File: src/common/llc_pkg.sv
package llc_pkg;

    // default geometry, the top level passes its own values down
    localparam int ADDR_BITS = 16;
    localparam int SET_BITS  = 4;

    // line address, set index in the low bits
    typedef logic [ADDR_BITS-1:0] line_addr_t;

    typedef logic [SET_BITS-1:0] llc_set_t;

    // tag is whatever sits above the set index
    typedef logic [ADDR_BITS-SET_BITS-1:0] llc_tag_t;

    // what the decision register holds
    typedef enum logic [2:0] {
        KIND_NONE        = 3'd0,
        KIND_RST_SWEEP   = 3'd1,
        KIND_FLUSH_SWEEP = 3'd2,
        KIND_RSP         = 3'd3,
        KIND_REQ         = 3'd4,
        KIND_REQ_REPLAY  = 3'd5,
        KIND_DMA         = 3'd6
    } decode_kind_t;

endpackage

File: src/common/llc_decode_if.sv
`timescale 1ns/100ps

interface llc_decode_if
    import llc_pkg::*;
#(
    parameter int ADDR_BITS = llc_pkg::ADDR_BITS,
    parameter int SET_BITS  = llc_pkg::SET_BITS
) ();

    logic                          valid;
    decode_kind_t                  kind;
    logic [SET_BITS-1:0]           set;
    logic [ADDR_BITS-SET_BITS-1:0] tag;
    // lookup stage takes the decision this cycle
    logic                          accept;

    modport decoder (output valid, kind, set, tag, input accept);

    modport array (input valid, kind, set, tag, output accept);

    modport monitor (input valid, kind, set, tag, accept);

endinterface

File: src/input_decoder/input_decoder.sv
`timescale 1ns/100ps

module input_decoder
    import llc_pkg::*;
#(
    parameter int ADDR_BITS = llc_pkg::ADDR_BITS,
    parameter int SET_BITS  = llc_pkg::SET_BITS
) (
    input  logic                          clk,
    input  logic                          rst,
    input  logic                          cmd_valid,
    input  logic                          cmd_flush,
    input  logic                          rsp_valid,
    input  logic [ADDR_BITS-1:0]          rsp_addr,
    input  logic                          req_valid,
    input  logic [ADDR_BITS-1:0]          req_addr,
    input  logic                          dma_valid,
    input  logic [ADDR_BITS-1:0]          dma_addr,
    input  logic                          rst_stall,
    input  logic                          flush_stall,
    input  logic                          req_stall,
    input  logic                          stalled_valid,
    input  logic [ADDR_BITS-SET_BITS-1:0] stalled_tag,
    input  logic [SET_BITS-1:0]           stalled_set,
    input  logic [SET_BITS-1:0]           sweep_set,
    output logic                          cmd_ready,
    output logic                          rsp_ready,
    output logic                          req_ready,
    output logic                          dma_ready,
    output logic                          start_rst,
    output logic                          start_flush,
    llc_decode_if.decoder                 dec
);

    localparam int TAG_W = ADDR_BITS - SET_BITS;

    logic                 transfer;
    logic                 slot_free;
    logic                 sweep_on_dec;
    logic                 sweep_last;
    logic                 rsp_busy;
    logic                 req_busy;
    logic                 dma_busy;
    logic                 rst_act;
    logic                 flush_act;
    logic                 req_open;
    logic                 cmd_pending;
    logic                 pick;
    decode_kind_t         pick_kind;
    logic [ADDR_BITS-1:0] pick_addr;
    logic [SET_BITS-1:0]  next_sweep;
    logic [SET_BITS-1:0]  pick_set;
    logic [TAG_W-1:0]     pick_tag;

    assign transfer  = dec.valid && dec.accept;
    assign slot_free = !dec.valid || dec.accept;

    assign sweep_on_dec = dec.valid
                          && (dec.kind == KIND_RST_SWEEP || dec.kind == KIND_FLUSH_SWEEP);
    assign sweep_last   = sweep_on_dec && (&dec.set);

    // channel already owns the decision register
    assign rsp_busy = dec.valid && dec.kind == KIND_RSP;
    assign req_busy = dec.valid && (dec.kind == KIND_REQ || dec.kind == KIND_REQ_REPLAY);
    assign dma_busy = dec.valid && dec.kind == KIND_DMA;

    // last sweep set leaving, so the stall is as good as cleared
    assign rst_act   = rst_stall && !sweep_last;
    assign flush_act = flush_stall && !sweep_last;

    // a request still in the register may yet miss
    assign req_open = !req_stall && !req_busy;

    // counter lags by one while a sweep sits in the register
    assign next_sweep = sweep_on_dec ? dec.set + 1'b1 : sweep_set;

    always_comb begin
        pick        = 1'b0;
        pick_kind   = KIND_NONE;
        pick_addr   = '0;
        start_rst   = 1'b0;
        start_flush = 1'b0;
        if (slot_free) begin
            if (rst_act) begin
                pick      = 1'b1;
                pick_kind = KIND_RST_SWEEP;
            end else if (flush_act) begin
                pick      = 1'b1;
                pick_kind = KIND_FLUSH_SWEEP;
            end else if (cmd_valid && !rst_stall && !flush_stall && !cmd_pending) begin
                // command only arms the sweep, no lookup of its own
                start_rst   = !cmd_flush;
                start_flush = cmd_flush;
            end else if (rsp_valid && !rsp_busy) begin
                pick      = 1'b1;
                pick_kind = KIND_RSP;
                pick_addr = rsp_addr;
            end else if (req_open && stalled_valid) begin
                pick      = 1'b1;
                pick_kind = KIND_REQ_REPLAY;
            end else if (req_open && req_valid) begin
                pick      = 1'b1;
                pick_kind = KIND_REQ;
                pick_addr = req_addr;
            end else if (req_open && dma_valid && !dma_busy) begin
                pick      = 1'b1;
                pick_kind = KIND_DMA;
                pick_addr = dma_addr;
            end
        end
    end

    // split the address, sweeps and replays bring their own line
    always_comb begin
        pick_set = pick_addr[SET_BITS-1:0];
        pick_tag = pick_addr[ADDR_BITS-1:SET_BITS];
        if (pick_kind == KIND_RST_SWEEP || pick_kind == KIND_FLUSH_SWEEP) begin
            pick_set = next_sweep;
            pick_tag = '0;
        end else if (pick_kind == KIND_REQ_REPLAY) begin
            pick_set = stalled_set;
            pick_tag = stalled_tag;
        end
    end

    always_ff @(posedge clk or negedge rst) begin
        if (!rst) begin
            dec.valid   <= 1'b0;
            dec.kind    <= KIND_NONE;
            cmd_pending <= 1'b0;
        end else begin
            if (slot_free) begin
                dec.valid <= pick;
                dec.kind  <= pick_kind;
            end
            if (start_rst || start_flush) begin
                cmd_pending <= 1'b1;
            end else if (cmd_ready) begin
                cmd_pending <= 1'b0;
            end
        end
    end

    always_ff @(posedge clk) begin
        if (slot_free && pick) begin
            dec.set <= pick_set;
            dec.tag <= pick_tag;
        end
    end

    // command completes with its last sweep set
    assign cmd_ready = cmd_pending && sweep_last && transfer;
    assign rsp_ready = transfer && dec.kind == KIND_RSP;
    assign req_ready = transfer && dec.kind == KIND_REQ;
    assign dma_ready = transfer && dec.kind == KIND_DMA;

    a_one_ready: assert property (@(posedge clk) disable iff (!rst)
        $onehot0({cmd_ready, rsp_ready, req_ready, dma_ready}));

    a_dec_hold: assert property (@(posedge clk) disable iff (!rst)
        dec.valid && !dec.accept |=> dec.valid && $stable(dec.kind)
                                     && $stable(dec.set) && $stable(dec.tag));

endmodule

File: src/logic/llc_front_top.sv
`timescale 1ns/100ps

module llc_front_top
    import llc_pkg::*;
#(
    parameter int ADDR_BITS = llc_pkg::ADDR_BITS,
    parameter int SET_BITS  = llc_pkg::SET_BITS
) (
    input  logic                          clk,
    input  logic                          rst,
    input  logic                          cmd_valid,
    input  logic                          cmd_flush,
    output logic                          cmd_ready,
    input  logic                          rsp_valid,
    input  logic [ADDR_BITS-1:0]          rsp_addr,
    output logic                          rsp_ready,
    input  logic                          req_valid,
    input  logic [ADDR_BITS-1:0]          req_addr,
    output logic                          req_ready,
    input  logic                          dma_valid,
    input  logic [ADDR_BITS-1:0]          dma_addr,
    output logic                          dma_ready,
    output logic                          out_valid,
    output decode_kind_t                  out_kind,
    output logic [SET_BITS-1:0]           out_set,
    output logic [ADDR_BITS-SET_BITS-1:0] out_tag,
    output logic                          out_hit,
    input  logic                          out_ready
);

    logic                          start_rst;
    logic                          start_flush;
    logic                          rst_stall;
    logic                          flush_stall;
    logic                          req_stall;
    logic                          stalled_valid;
    logic [ADDR_BITS-SET_BITS-1:0] stalled_tag;
    logic [SET_BITS-1:0]           stalled_set;
    logic [SET_BITS-1:0]           sweep_set;
    logic                          miss;

    llc_decode_if #(.ADDR_BITS(ADDR_BITS), .SET_BITS(SET_BITS)) dec_if ();

    input_decoder #(.ADDR_BITS(ADDR_BITS), .SET_BITS(SET_BITS)) decoder_i (
        .clk(clk), .rst(rst),
        .cmd_valid(cmd_valid), .cmd_flush(cmd_flush),
        .rsp_valid(rsp_valid), .rsp_addr(rsp_addr),
        .req_valid(req_valid), .req_addr(req_addr),
        .dma_valid(dma_valid), .dma_addr(dma_addr),
        .rst_stall(rst_stall), .flush_stall(flush_stall), .req_stall(req_stall),
        .stalled_valid(stalled_valid), .stalled_tag(stalled_tag),
        .stalled_set(stalled_set), .sweep_set(sweep_set),
        .cmd_ready(cmd_ready), .rsp_ready(rsp_ready),
        .req_ready(req_ready), .dma_ready(dma_ready),
        .start_rst(start_rst), .start_flush(start_flush),
        .dec(dec_if.decoder)
    );

    llc_stall_regs #(.ADDR_BITS(ADDR_BITS), .SET_BITS(SET_BITS)) stall_i (
        .clk(clk), .rst(rst),
        .start_rst(start_rst), .start_flush(start_flush),
        .dec(dec_if.monitor), .miss(miss),
        .rst_stall(rst_stall), .flush_stall(flush_stall), .req_stall(req_stall),
        .stalled_valid(stalled_valid), .stalled_tag(stalled_tag),
        .stalled_set(stalled_set), .sweep_set(sweep_set)
    );

    llc_tag_array #(.ADDR_BITS(ADDR_BITS), .SET_BITS(SET_BITS)) array_i (
        .clk(clk), .rst(rst),
        .dec(dec_if.array), .out_ready(out_ready),
        .out_valid(out_valid), .out_kind(out_kind), .out_set(out_set),
        .out_tag(out_tag), .out_hit(out_hit), .miss(miss)
    );

endmodule

File: src/logic/llc_stall_regs.sv
`timescale 1ns/100ps

module llc_stall_regs
    import llc_pkg::*;
#(
    parameter int ADDR_BITS = llc_pkg::ADDR_BITS,
    parameter int SET_BITS  = llc_pkg::SET_BITS
) (
    input  logic                          clk,
    input  logic                          rst,
    input  logic                          start_rst,
    input  logic                          start_flush,
    llc_decode_if.monitor                 dec,
    input  logic                          miss,
    output logic                          rst_stall,
    output logic                          flush_stall,
    output logic                          req_stall,
    output logic                          stalled_valid,
    output logic [ADDR_BITS-SET_BITS-1:0] stalled_tag,
    output logic [SET_BITS-1:0]           stalled_set,
    output logic [SET_BITS-1:0]           sweep_set
);

    logic transfer;
    logic sweep_xfer;
    logic sweep_end;
    logic rsp_match;
    logic replay_xfer;

    assign transfer    = dec.valid && dec.accept;
    assign sweep_xfer  = transfer
                         && (dec.kind == KIND_RST_SWEEP || dec.kind == KIND_FLUSH_SWEEP);
    assign sweep_end   = sweep_xfer && (&sweep_set);
    assign replay_xfer = transfer && dec.kind == KIND_REQ_REPLAY;

    // fill for the parked line releases the request path
    assign rsp_match = transfer && dec.kind == KIND_RSP
                       && dec.set == stalled_set && dec.tag == stalled_tag;

    always_ff @(posedge clk or negedge rst) begin
        if (!rst) begin
            rst_stall   <= 1'b0;
            flush_stall <= 1'b0;
            sweep_set   <= '0;
        end else begin
            if (start_rst) begin
                rst_stall <= 1'b1;
            end else if (sweep_end && dec.kind == KIND_RST_SWEEP) begin
                rst_stall <= 1'b0;
            end
            if (start_flush) begin
                flush_stall <= 1'b1;
            end else if (sweep_end && dec.kind == KIND_FLUSH_SWEEP) begin
                flush_stall <= 1'b0;
            end
            // wraps back to zero after the last set
            if (start_rst || start_flush) begin
                sweep_set <= '0;
            end else if (sweep_xfer) begin
                sweep_set <= sweep_set + 1'b1;
            end
        end
    end

    always_ff @(posedge clk or negedge rst) begin
        if (!rst) begin
            req_stall     <= 1'b0;
            stalled_valid <= 1'b0;
        end else if (miss) begin
            req_stall     <= 1'b1;
            stalled_valid <= 1'b1;
        end else begin
            if (req_stall && rsp_match) begin
                req_stall <= 1'b0;
            end
            if (replay_xfer) begin
                stalled_valid <= 1'b0;
            end
        end
    end

    // parked line
    always_ff @(posedge clk) begin
        if (miss) begin
            stalled_tag <= dec.tag;
            stalled_set <= dec.set;
        end
    end

    a_one_sweep: assert property (@(posedge clk) disable iff (!rst)
        !(rst_stall && flush_stall));

    a_replay_ok: assert property (@(posedge clk) disable iff (!rst)
        replay_xfer |-> stalled_valid && !req_stall);

endmodule

File: src/logic/llc_tag_array.sv
`timescale 1ns/100ps

module llc_tag_array
    import llc_pkg::*;
#(
    parameter int ADDR_BITS = llc_pkg::ADDR_BITS,
    parameter int SET_BITS  = llc_pkg::SET_BITS
) (
    input  logic                          clk,
    input  logic                          rst,
    llc_decode_if.array                   dec,
    input  logic                          out_ready,
    output logic                          out_valid,
    output decode_kind_t                  out_kind,
    output logic [SET_BITS-1:0]           out_set,
    output logic [ADDR_BITS-SET_BITS-1:0] out_tag,
    output logic                          out_hit,
    output logic                          miss
);

    localparam int SETS = 1 << SET_BITS;

    logic [ADDR_BITS-SET_BITS-1:0] tag_mem [SETS];
    logic [SETS-1:0]               valid_q;
    logic                          transfer;
    logic                          is_sweep;
    logic                          is_fill;
    logic                          hit;

    // result register empty or draining
    assign dec.accept = !out_valid || out_ready;
    assign transfer   = dec.valid && dec.accept;

    assign is_sweep = dec.kind == KIND_RST_SWEEP || dec.kind == KIND_FLUSH_SWEEP;
    assign is_fill  = dec.kind == KIND_RSP;

    // state before any fill of this cycle
    assign hit  = valid_q[dec.set] && (tag_mem[dec.set] == dec.tag);
    assign miss = transfer && dec.kind == KIND_REQ && !hit;

    always_ff @(posedge clk or negedge rst) begin
        if (!rst) begin
            valid_q <= '0;
        end else if (transfer) begin
            if (is_fill) begin
                valid_q[dec.set] <= 1'b1;
            end else if (is_sweep) begin
                valid_q[dec.set] <= 1'b0;
            end
        end
    end

    always_ff @(posedge clk) begin
        if (transfer && is_fill) begin
            tag_mem[dec.set] <= dec.tag;
        end
    end

    always_ff @(posedge clk or negedge rst) begin
        if (!rst) begin
            out_valid <= 1'b0;
        end else if (dec.accept) begin
            out_valid <= dec.valid;
        end
    end

    // result payload
    always_ff @(posedge clk) begin
        if (transfer) begin
            out_kind <= dec.kind;
            out_set  <= dec.set;
            out_tag  <= dec.tag;
            out_hit  <= hit && !is_sweep;
        end
    end

    a_out_hold: assert property (@(posedge clk) disable iff (!rst)
        out_valid && !out_ready |=> out_valid && $stable(out_kind) && $stable(out_set)
                                    && $stable(out_tag) && $stable(out_hit));

endmodule

File: config.mk
export PLATFORM = sky130hd
export DESIGN_NAME = llc_front_top
export DESIGN_NICKNAME = d
export VERILOG_FILES = /design/src/common/llc_pkg.sv /design/src/common/llc_decode_if.sv /design/src/input_decoder/input_decoder.sv /design/src/logic/llc_front_top.sv /design/src/logic/llc_stall_regs.sv /design/src/logic/llc_tag_array.sv
export SDC_FILE = /design/constraint.sdc
export NUM_CORES = 1
export LEC_CHECK = 0
export BUFFER_PORTS_ARGS = -buffer_cell sky130_fd_sc_hd__buf_2
export CAP_MARGIN = 20
export CELL_PAD_IN_SITES_DETAIL_PLACEMENT = 1
export CELL_PAD_IN_SITES_GLOBAL_PLACEMENT = 1
export CORE_MARGIN = 2
export CORE_UTILIZATION = 51
export CTS_CLUSTER_SIZE = 28
export DETAILED_ROUTE_END_ITERATION = 7
export GPL_TIMING_DRIVEN = 0
export PLACE_DENSITY_LB_ADDON = 0.1
export SETUP_SLACK_MARGIN = 0.3
export SLEW_MARGIN = 10
export SYNTH_ARGS = -nofsm -noshare
export SYNTH_HDL_FRONTEND = slang
export SYNTH_HIERARCHICAL = 1
export SYNTH_SLANG_ARGS = --single-unit
File: constraint.sdc
create_clock -name clk -period 4.15 [get_ports clk]
set_clock_uncertainty 0.15 [all_clocks]
set_input_delay 0.6225 -clock clk [delete_from_list [all_inputs] [get_ports clk]]
set_output_delay 0.6225 -clock clk [all_outputs]
set_load 0.01 [all_outputs]
**Word level (Yosys, flattened, before mapping)**

Memories as Yosys holds them, arrays and structs flattened. A register that Yosys moved wholly into a read port is not among the register bits.
Index checks and enable logic that the tools add are counted.

- Add/subtract/negate cells: 2
- Multipliers: 0
- Div/mod/pow operators: 0
- Magnitude comparators: 2
- Equality and inequality tests: 12
- Shift operators: 0
- Mux-type cells: 57
- Bitwise logic cells: 3
- Reduce and logical (&&, ||, !) cells: 64

Operators with widths:

| cell | number |
|---|---|
| 16-bit 2-to-1 mux | 10 |
| 1-bit logical AND | 35 |
| 1-bit 2-to-1 mux | 30 |
| 12-bit == test | 2 |
| 3-bit 2-to-1 mux | 8 |
| 4-bit 2-to-1 mux | 6 |
| 16-bit bitwise AND | 1 |
| 16-bit inverter | 1 |
| 16-bit bitwise OR | 1 |
| 2-bit nonzero test | 7 |
| 1-bit logical NOT | 13 |
| 3-bit == test (second input constant) | 4 |
| 12-bit 2-to-1 mux | 1 |
| 3-bit by 2-bit == test with 1-bit output (second input constant) | 3 |
| 4-bit by 1-bit adder with 4-bit output (second input constant) | 2 |
| 4-bit AND reduction | 2 |
| 3-bit by 1-bit == test with 1-bit output (second input constant) | 2 |
| 1-bit logical OR | 6 |
| 4-bit by 5-bit less-than comparator with 1-bit output (second input constant) | 1 |
| 1-bit binary-select mux with 4-bit select | 1 |
| 1-bit demux with 4-bit select | 1 |
| 4-bit == test | 1 |
| 4-bit by 1-bit >= comparator with 1-bit output (second input constant) | 1 |
| 2-bit AND reduction | 1 |

- Flip-flop bits (word level): 82
- Latch bits: 0
- Bits in writable memories: 192
- Memory bits (read-only): 0
- Input bits: 56
- Output and inout port bits: 25
- Word-level logic and storage cells: 159
- Memories kept: 1

Memories:

| memory | words | width | read ports | clocked after memory_dff | wr ports | RTL line | text |
|---|---|---|---|---|---|---|---|
| array_i.tag_mem | 16 | 12 | 1 | 1 | 1 | llc_tag_array.sv:23 | `logic [ADDR_BITS-SET_BITS-1:0] tag_mem [SETS];` |

**Longest topological paths before layout**

Gate-level depths: netlist of the first run.

- Depth in word-level cells: 19
- Depth in mapped cells: 13
- Gate-level depth less buffers: 10

**Cells and area by module**

Netlist of the first run, hierarchy kept.

By module, submodules not included:

| module | times used | cells an instance | area an instance (µm²) | seq. area each (µm²) |
|---|---|---|---|---|
| llc_tag_array | 1 | 474 | 9115.0 | 6791.5 |
| input_decoder | 1 | 194 | 1706.6 | 605.6 |
| llc_stall_regs | 1 | 74 | 1076.0 | 680.7 |

**Worst setup path after synthesis of the first run**

No wires, ideal clock.

- Path type: register to register
- From: register decoder_i.dec.set[0]
- To: register stall_i.req_stall
- Arrival: 3406 ps
- Data required time: 3869 ps
- Path slack: 463 ps
- Stages on the path, launching flop included: 12
- Cell sequence: edfxtp_1 buf_6 mux4_2 xor2_1 or4_4 a211oi_2 a31oi_1 nor4b_2 a21oi_1 or4bb_1 nor2_1 a31oi_1

- Cells in the longest elaborated chain, start to end: 6

RTL lines:

| element | RTL line | text |
|---|---|---|
| start: declaration | llc_decode_if.sv:17 | `modport decoder (output valid, kind, set, tag, input accept);` |
| start signal: assignment | input_decoder.sv:146 | `dec.set <= pick_set;` |
| 1-bit binary-select mux with 4-bit select (*) | llc_tag_array.sv:38 | `assign hit = valid_q[dec.set] && (tag_mem[dec.set] == dec.tag);` |
| 1-bit 2-to-1 mux (implied by the code) (*) | llc_tag_array.sv:38 |  |
| 1-bit logical AND (*) | llc_tag_array.sv:38 |  |
| 1-bit logical NOT (*) | llc_tag_array.sv:39 | `assign miss = transfer && dec.kind == KIND_REQ && !hit;` |
| 1-bit logical AND (*) | llc_tag_array.sv:39 |  |
| named net miss | llc_front_top.sv:40 | `logic miss;` |
| 1-bit 2-to-1 mux or 2-bit nonzero test (tied branches) | n/a |  |
| end signal: assignment | llc_stall_regs.sv:67 | `req_stall <= 1'b0;` |
| end signal: assignment | llc_stall_regs.sv:70 | `req_stall <= 1'b1;` |
| end signal: assignment | llc_stall_regs.sv:74 | `req_stall <= 1'b0;` |
| end: declaration | llc_stall_regs.sv:17 | `output logic req_stall,` |

The timed path passes the listed nets; every way through them passes the cells marked *. The select of a mux whose other input is x is not followed.
A chain may end at the register's enable or synchronous reset.

**Final worst setup path of the first run**

Ends and elaborated chain as after synthesis.

==> results.sh, run 1 <==
export IMPL_r2r_start="decoder_i/dec.set[0]"
export IMPL_wl_met3_mm=1.74
export IMPL_grt_overflow_total=0
export IMPL_cts_htree_levels=1
export IMPL_cp_depth=13
export IMPL_finalInstanceArea_um2=14100
export IMPL_path_max_fanout=5
export IMPL_cp_common_cell="buf_4"
export IMPL_drive_gt1_share_pct=30.4
export IMPL_cap_viol_max_count=0
export IMPL_fmaxAchievable_mhz=260
export IMPL_grt_max_degree=31
export IMPL_drc=0
export IMPL_dr_pass1_iters=4
export IMPL_numPortBuffers=80
export IMPL_syn_area_um2=11900
export IMPL_critPathBufInv=3
export IMPL_yosys_most_used_dff="edfxtp_1"
export IMPL_total_power_w=0.00902
export IMPL_io_pin_count=81
export IMPL_grtUsageTotal_pct=25.6
export IMPL_yosys_warnings=6
export IMPL_syn_nets=800
export IMPL_r2r_end="stall_i/req_stall"
export IMPL_drt_total_wl_mm=30.8
export IMPL_wl_per_cell_um=25.2
export IMPL_gp_congestion=0.884
export IMPL_p_leak_nw=4.98
export IMPL_vias=7392
export IMPL_die_height_um=157
export IMPL_worst_ep_required_time_ps=4400
export IMPL_cts_max_path_buffers=3
export IMPL_status="finished clean"
export IMPL_max_slew_margin_rel_pct=30.6
export IMPL_ys_seq_area_share_pct=67.9
export IMPL_cts_tree="yes"
export IMPL_finalHoldViolCount=0
export IMPL_final_nets=948
export IMPL_clock_latency_ps=540
export IMPL_irDropWorstVdd_mv=0.397
export IMPL_synthToLayoutAreaGrowth_pct=18.4
export IMPL_rsz0062_at_grt="yes"
export IMPL_hpwl_mm=20.1
export IMPL_setup_viol_count_final=0
export IMPL_ys_seq_elements=274
export IMPL_synth_xor_xnor_area_share_pct=2.87
export IMPL_core_area_um2=22800
export IMPL_powerDensity_nw_per_um2=641
export IMPL_place_area_um2=12800
export IMPL_synth_top_family_by_area="multiplexers"
export IMPL_cts_hold_buf=0
export IMPL_end_kind="flop"
export IMPL_synth_area_top_cells="edfxtp_1, mux4_2, dfrtp_1"
export IMPL_syn_instance_count=742
export IMPL_cts_buffers_inserted=28
export IMPL_crit_type="flop to flop"
export IMPL_hold_ws_ps=5.24
export IMPL_yosysTopAreaCell="edfxtp_1"
export IMPL_highest_layer="met4"
export IMPL_startpoint="decoder_i/dec.set[0]"
export IMPL_grt_first_pass_wirelength_mm=46.4
export IMPL_dr_wl_met2_mm=15.3
export IMPL_rows=55
export IMPL_synthAdderAreaFrac_pct=0.210
export IMPL_synth_compound_area_share_pct=8.21
export IMPL_drt_met1_wl_mm=12.7
export IMPL_async_flop_share_pct=10.9
export IMPL_synth_edf_count=244
export IMPL_worstRegToRegCells=13
export IMPL_worstPathArrival_ps=4090
export IMPL_crit_path_start_kind="flop"
export IMPL_diodes=0
export IMPL_die_area_um2=24600
export IMPL_first_iter_violations=479
export IMPL_die_width_um=157
export IMPL_critPathMaxStageDelay_ps=530
export IMPL_antenna_found_initial=0
export IMPL_hp_class="primary input to async pin"
export IMPL_root_buffer="clkbuf_16"
export IMPL_critical_path_cell_chain="buf_6 -> buf_4 -> mux4_2 -> xor2_1 -> or4_4 -> a211oi_4 -> a31oi_2 -> nor4b_4 -> buf_4 -> a21oi_4 -> or4bb_1 -> nor2_2 -> a31oi_1"
export IMPL_tightestPinTransition_ps=1040
export IMPL_synthMuxAreaShare_pct=11.2
export IMPL_syn_avg_cell_area_um2=16.0
export IMPL_initial_core_util_pct=52.2
export IMPL_synth_simple_area_share_pct=7.54
export IMPL_layout_min_cycle_time_ps=3840
export IMPL_slew_viol_final=0
export IMPL_synth_cell_types=76
export IMPL_reg2reg_slack_ps=310
export IMPL_viasPerCell=6.04
export IMPL_clk_pin_slew_ps=60
export IMPL_timing_final_crit_share_pct=92.6
export IMPL_critical_path_top_delay_family="simple AND/OR/NAND/NOR gates"
export IMPL_cts_sinks=274
export IMPL_cpMaxStageDelayCell="or4_4"
export IMPL_grt_pass1_vias=7780
export IMPL_yosysTopAreaCellShare_pct=61.6
export IMPL_cp_endpoint="stall_i/req_stall"
export IMPL_ant_nets=0
## cell type report
class,count,area (µm²)
fill,2123,8690
sequential,274,8080
multi-input combinational,421,3690
clock buffer,33,741
timing repair buffer,118,721
tap,313,392
buffer,36,299
clock inverter,17,128
inverter,11,41.3
## cell families after synthesis
group | Yosys count
multiplexers | 72
AND/OR/NAND/NOR | 165
adder cells (fa/ha/maj) | 2
buffers and inverters | 47
XOR/XNOR | 39
flip-flops | 274
AO/OA/AOI/OAI | 143
## through the flow
step | setup WS, ps | std cells | TNS (ps) | utilization [%]
after floorplan | 463 | 742 | 0 | -
after global placement | -1210 | 1135 | -12630 | 55.7
after detailed placement | -712 | 1139 | -3730 | 56.1
after CTS | 300 | 1193 | 0 | 60.4
after global routing | 186 | 1223 | 0 | 61.8
final | 308 | 1223 | 0 | 61.8
## Yosys cell counts (all sizes together), types with 8 or more instances
cell type	count
a21oi	11
nor3	16
mux2i	15
nor2b	9
nand2	52
a22oi	13
inv	10
nand2b	8
edfxtp	244
xnor2	27
mux2	10
xor2	12
clkbuf	11
nand3	9
a22o	14
o21ai	51
buf	25
nor2	36
mux4	47
dfrtp	30
## power breakdown
group | leakage [nW] | internal [W] | total [W] | switching, W
clock | 0.428 | 0.00139 | 0.00242 | 0.00103
sequential | 2.63 | 0.00335 | 0.00370 | 0.000348
combinational | 1.92 | 0.00135 | 0.00290 | 0.00155
## timing repair
| action | in CTS | in global routing |
|---|---|---|
| setup buffers | 4 | 30 |
| setup endpoints to repair | 55 | 1 |
| gates resized for setup | 24 | 21 |
| pin swaps | 2 | 9 |
## routing by layer
metal | global-route usage (%) | vias up
met4 | 10.3 | 0
met1 | 33.8 | 3808
met5 | 0 | -
met2 | 43.3 | 288
li1 | - | 3233
met3 | 3.49 | 63
## how the worst min path moves through the flow
| stage | start | endpoint | slack (ps) | depth (start not counted) |
|---|---|---|---|---|
| finish | rst | decoder_i/dec.valid | 5 | 1 |
| global route | rst | decoder_i/dec.valid | 50 | 1 |
| CTS | rst | async pin | 20 | 1 |
| detailed placement | flop | flop | 360 | 2 |
| global placement | flop | flop | 330 | 2 |
| floorplan | rst | async pin | 180 | 0 |
## worst reg2reg max path: stages, from the launching register on
cell and delay, ps:
edfxtp_1 370, buf_6 160, buf_4 120, mux4_2 500, xor2_1 160, or4_4 530, a211oi_4 300, a31oi_2 100
nor4b_4 240, buf_4 190, a21oi_4 70, or4bb_1 520, nor2_2 190, a31oi_1 100
## sequential cells by signal, summed over array words and instances (netlist names), named ones only
register	count
array_i/out_hit	1
array_i/out_kind	3
array_i/out_set	4
array_i/out_tag	12
array_i/out_valid	1
array_i/tag_mem	192
decoder_i/cmd_pending	1
decoder_i/dec.kind	3
decoder_i/dec.set	4
decoder_i/dec.tag	12
decoder_i/dec.valid	1
stall_i/flush_stall	1
stall_i/req_stall	1
stall_i/rst_stall	1
stall_i/stalled_set	4
stall_i/stalled_tag	12
stall_i/stalled_valid	1
stall_i/sweep_set	4
## layout by cell type, fill, tap and decap left out, types with 9 or more instances in the layout
cell type / synthesis / final
edfxtp_1: 244 / 244
buf_2: 11 / 88
nand2_1: 52 / 52
o21ai_0: 50 / 49
mux4_2: 43 / 43
buf_4: 8 / 38
dfrtp_1: 30 / 30
clkbuf_16: 0 / 29
xnor2_1: 27 / 26
nor2_1: 35 / 19
nor2_2: 1 / 17
mux2i_1: 15 / 14
a22o_1: 14 / 14
a22oi_1: 13 / 13
clkbuf_1: 11 / 13
xor2_1: 12 / 12
nor3_1: 12 / 12
a21oi_1: 11 / 10
inv_1: 10 / 10
mux2_2: 10 / 10
buf_6: 3 / 10
clkinv_1: 1 / 10
nor2b_1: 9 / 9
nand3_1: 9 / 9
(Power assumes the default switching activity.)
==> run 2: changes to the inputs <==
--- a/config.mk
+++ b/config.mk
@@ -9,6 +9,7 @@
 export CAP_MARGIN = 20
 export CELL_PAD_IN_SITES_DETAIL_PLACEMENT = 1
 export CELL_PAD_IN_SITES_GLOBAL_PLACEMENT = 1
+export CORE_ASPECT_RATIO = 1.75
 export CORE_MARGIN = 2
 export CORE_UTILIZATION = 51
 export CTS_CLUSTER_SIZE = 28
==> results.sh, run 2 (synthesized netlist as in run 1, its figures left out) <==
export IMPL_core_area_um2=23100
export IMPL_clock_latency_ps=530
export IMPL_first_iter_violations=413
export IMPL_viasPerCell=6.08
export IMPL_cts_tree="yes"
export IMPL_path_max_fanout=6
export IMPL_critical_path_cell_chain="buf_6 -> mux4_2 -> xor2_1 -> or4_4 -> a211oi_2 -> a31oi_1 -> nor4b_4 -> buf_4 -> a21oi_4 -> or4bb_4 -> nor2_4 -> a31oi_1"
export IMPL_drt_total_wl_mm=31.7
export IMPL_die_height_um=206
export IMPL_final_nets=918
export IMPL_cts_sinks=274
export IMPL_max_slew_margin_rel_pct=27.4
export IMPL_cts_max_path_buffers=3
export IMPL_dpl_cell_count=1129
export IMPL_dr_pass1_iters=4
export IMPL_hpwl_mm=21.8
export IMPL_rsz0062_at_grt="no"
export IMPL_worst_ep_required_time_ps=4400
export IMPL_setup_viol_count_final=0
export IMPL_synthToLayoutAreaGrowth_pct=15.9
export IMPL_worstPathArrival_ps=3960
export IMPL_grt_first_pass_wirelength_mm=47.9
export IMPL_regMostFlops="array_i/tag_mem"
export IMPL_ant_nets=0
export IMPL_status="finished clean"
export IMPL_finalHoldViolCount=0
export IMPL_clockPowerShare_pct=27.7
export IMPL_wl_per_cell_um=26.9
export IMPL_io_pin_count=81
export IMPL_reg2reg_slack_ps=440
export IMPL_layout_min_cycle_time_ps=3710
export IMPL_grt_overflow_total=0
export IMPL_seqPwrFrac_pct=42.0
export IMPL_cts_buffers_inserted=24
export IMPL_switching_share_pct=32.4
export IMPL_crit_type="flop to flop"
export IMPL_fmaxAchievable_mhz=269
export IMPL_drive_gt1_share_pct=28.1
export IMPL_cts_htree_levels=1
export IMPL_die_width_um=119
export IMPL_r2r_start="decoder_i/dec.set[0]"
export IMPL_grt_max_degree=31
export IMPL_end_kind="flop"
export IMPL_largest_reg_flops=192
export IMPL_rows=74
export IMPL_worstRegToRegCells=12
export IMPL_irDropWorstVdd_mv=0.396
export IMPL_utilization_pct=59.6
export IMPL_slew_viol_final=0
export IMPL_clk_pin_slew_ps=70
export IMPL_grtUsageTotal_pct=26.5
export IMPL_gp_congestion=0.895
export IMPL_numPortBuffers=80
export IMPL_p_leak_nw=4.81
export IMPL_r2r_end="stall_i/req_stall"
export IMPL_antenna_found_initial=0
export IMPL_layout_common_cells="edfxtp_1, buf_2, nand2_1"
export IMPL_hp_class="primary input to async pin"
export IMPL_cap_viol_max_count=0
export IMPL_tightestPinTransition_ps=1090
export IMPL_layout_commonest_cell="edfxtp_1"
export IMPL_total_power_w=0.00880
export IMPL_vias=7191
export IMPL_cp_common_cell="a31oi_1"
export IMPL_fin_cells=1182
export IMPL_die_area_um2=24600
export IMPL_cpMaxStageDelayCell="or4_4"
export IMPL_grt_pass1_vias=7864
export IMPL_diodes=0
export IMPL_p_sw_w=0.00285
export IMPL_internal_power_w=0.00595
export IMPL_initial_core_util_pct=51.4
export IMPL_drc=0
export IMPL_crit_path_start_kind="flop"
export IMPL_root_buffer="clkbuf_16"
export IMPL_p_comb_share_pct=30.3
export IMPL_critPathMaxStageDelay_ps=560
export IMPL_powerDensity_nw_per_um2=638
export IMPL_timing_final_crit_share_pct=89.5
run 2: how the worst max path moves through the flow:
stage | from | to
floorplan | decoder_i/dec.set[0] | stall_i/req_stall
global placement | decoder_i/dec.set[3] | stall_i/req_stall
detailed placement | decoder_i/dec.set[3] | stall_i/req_stall
CTS | decoder_i/dec.set[0] | stall_i/req_stall
global route | decoder_i/dec.set[1] | stall_i/req_stall
finish | decoder_i/dec.set[0] | stall_i/req_stall
run 2: routing by layer:
metal	vias to the layer above	global-route usage [%]	routed length [µm]
met3	72	2.68	1070
met4	0	12.5	1530
met5	-	0	0
li1	3174	-	-
met2	215	51.1	17800
met1	3730	28.7	11300
run 2: what timing repair did:
action	CTS	global route
hold buffers	0	0
resized for setup	25	5
pin swaps	3	3
buffers inserted	8	1
setup endpoints to repair	67	1
run 2: critical path: cells and delay by family, from the launching register on:
kind | cells | cell delay (ps)
muxes | 1 | 520
buffers and inverters | 2 | 350
xor gates and xnor gates | 1 | 170
AOI/OAI and AO/OA | 4 | 500
DFF | 1 | 380
and+or+nand+nor | 4 | 1490
run 2: layout make-up:
class / instances / area, µm²
Sequential cell: 274 / 8080
Clock buffer: 34 / 669
Inverter: 11 / 41.3
Timing Repair Buffer: 92 / 505
Clock inverter: 10 / 181
Fill cell: 2204 / 9360
Multi-Input combinational cell: 421 / 3670
Buffer: 36 / 263
Tap cell: 304 / 380
run 2: stage by stage:
stage | hold slack, ps | TNS [ps] | setup WS (ps) | instance area (µm²)
final | 22.4 | 0 | 435 | 13800
after global routing | 60.7 | 0 | 330 | 13800
after CTS | 22.0 | 0 | 353 | 13800
after detailed placement | 368 | -4460 | -819 | 12800
after global placement | 330 | -19170 | -1300 | 12700
after floorplan | 177 | 0 | 463 | 11900
run 2: power groups by stage:
stage	Clock [W]	Combinational (W)	Sequential (W)
after global placement	0	0.00239	0.00374
after global routing	0.00256	0.00287	0.00372
after CTS	0.00247	0.00265	0.00370
after floorplan	0	0.00176	0.00362
after detailed placement	0	0.00248	0.00378
final	0.00244	0.00267	0.00369
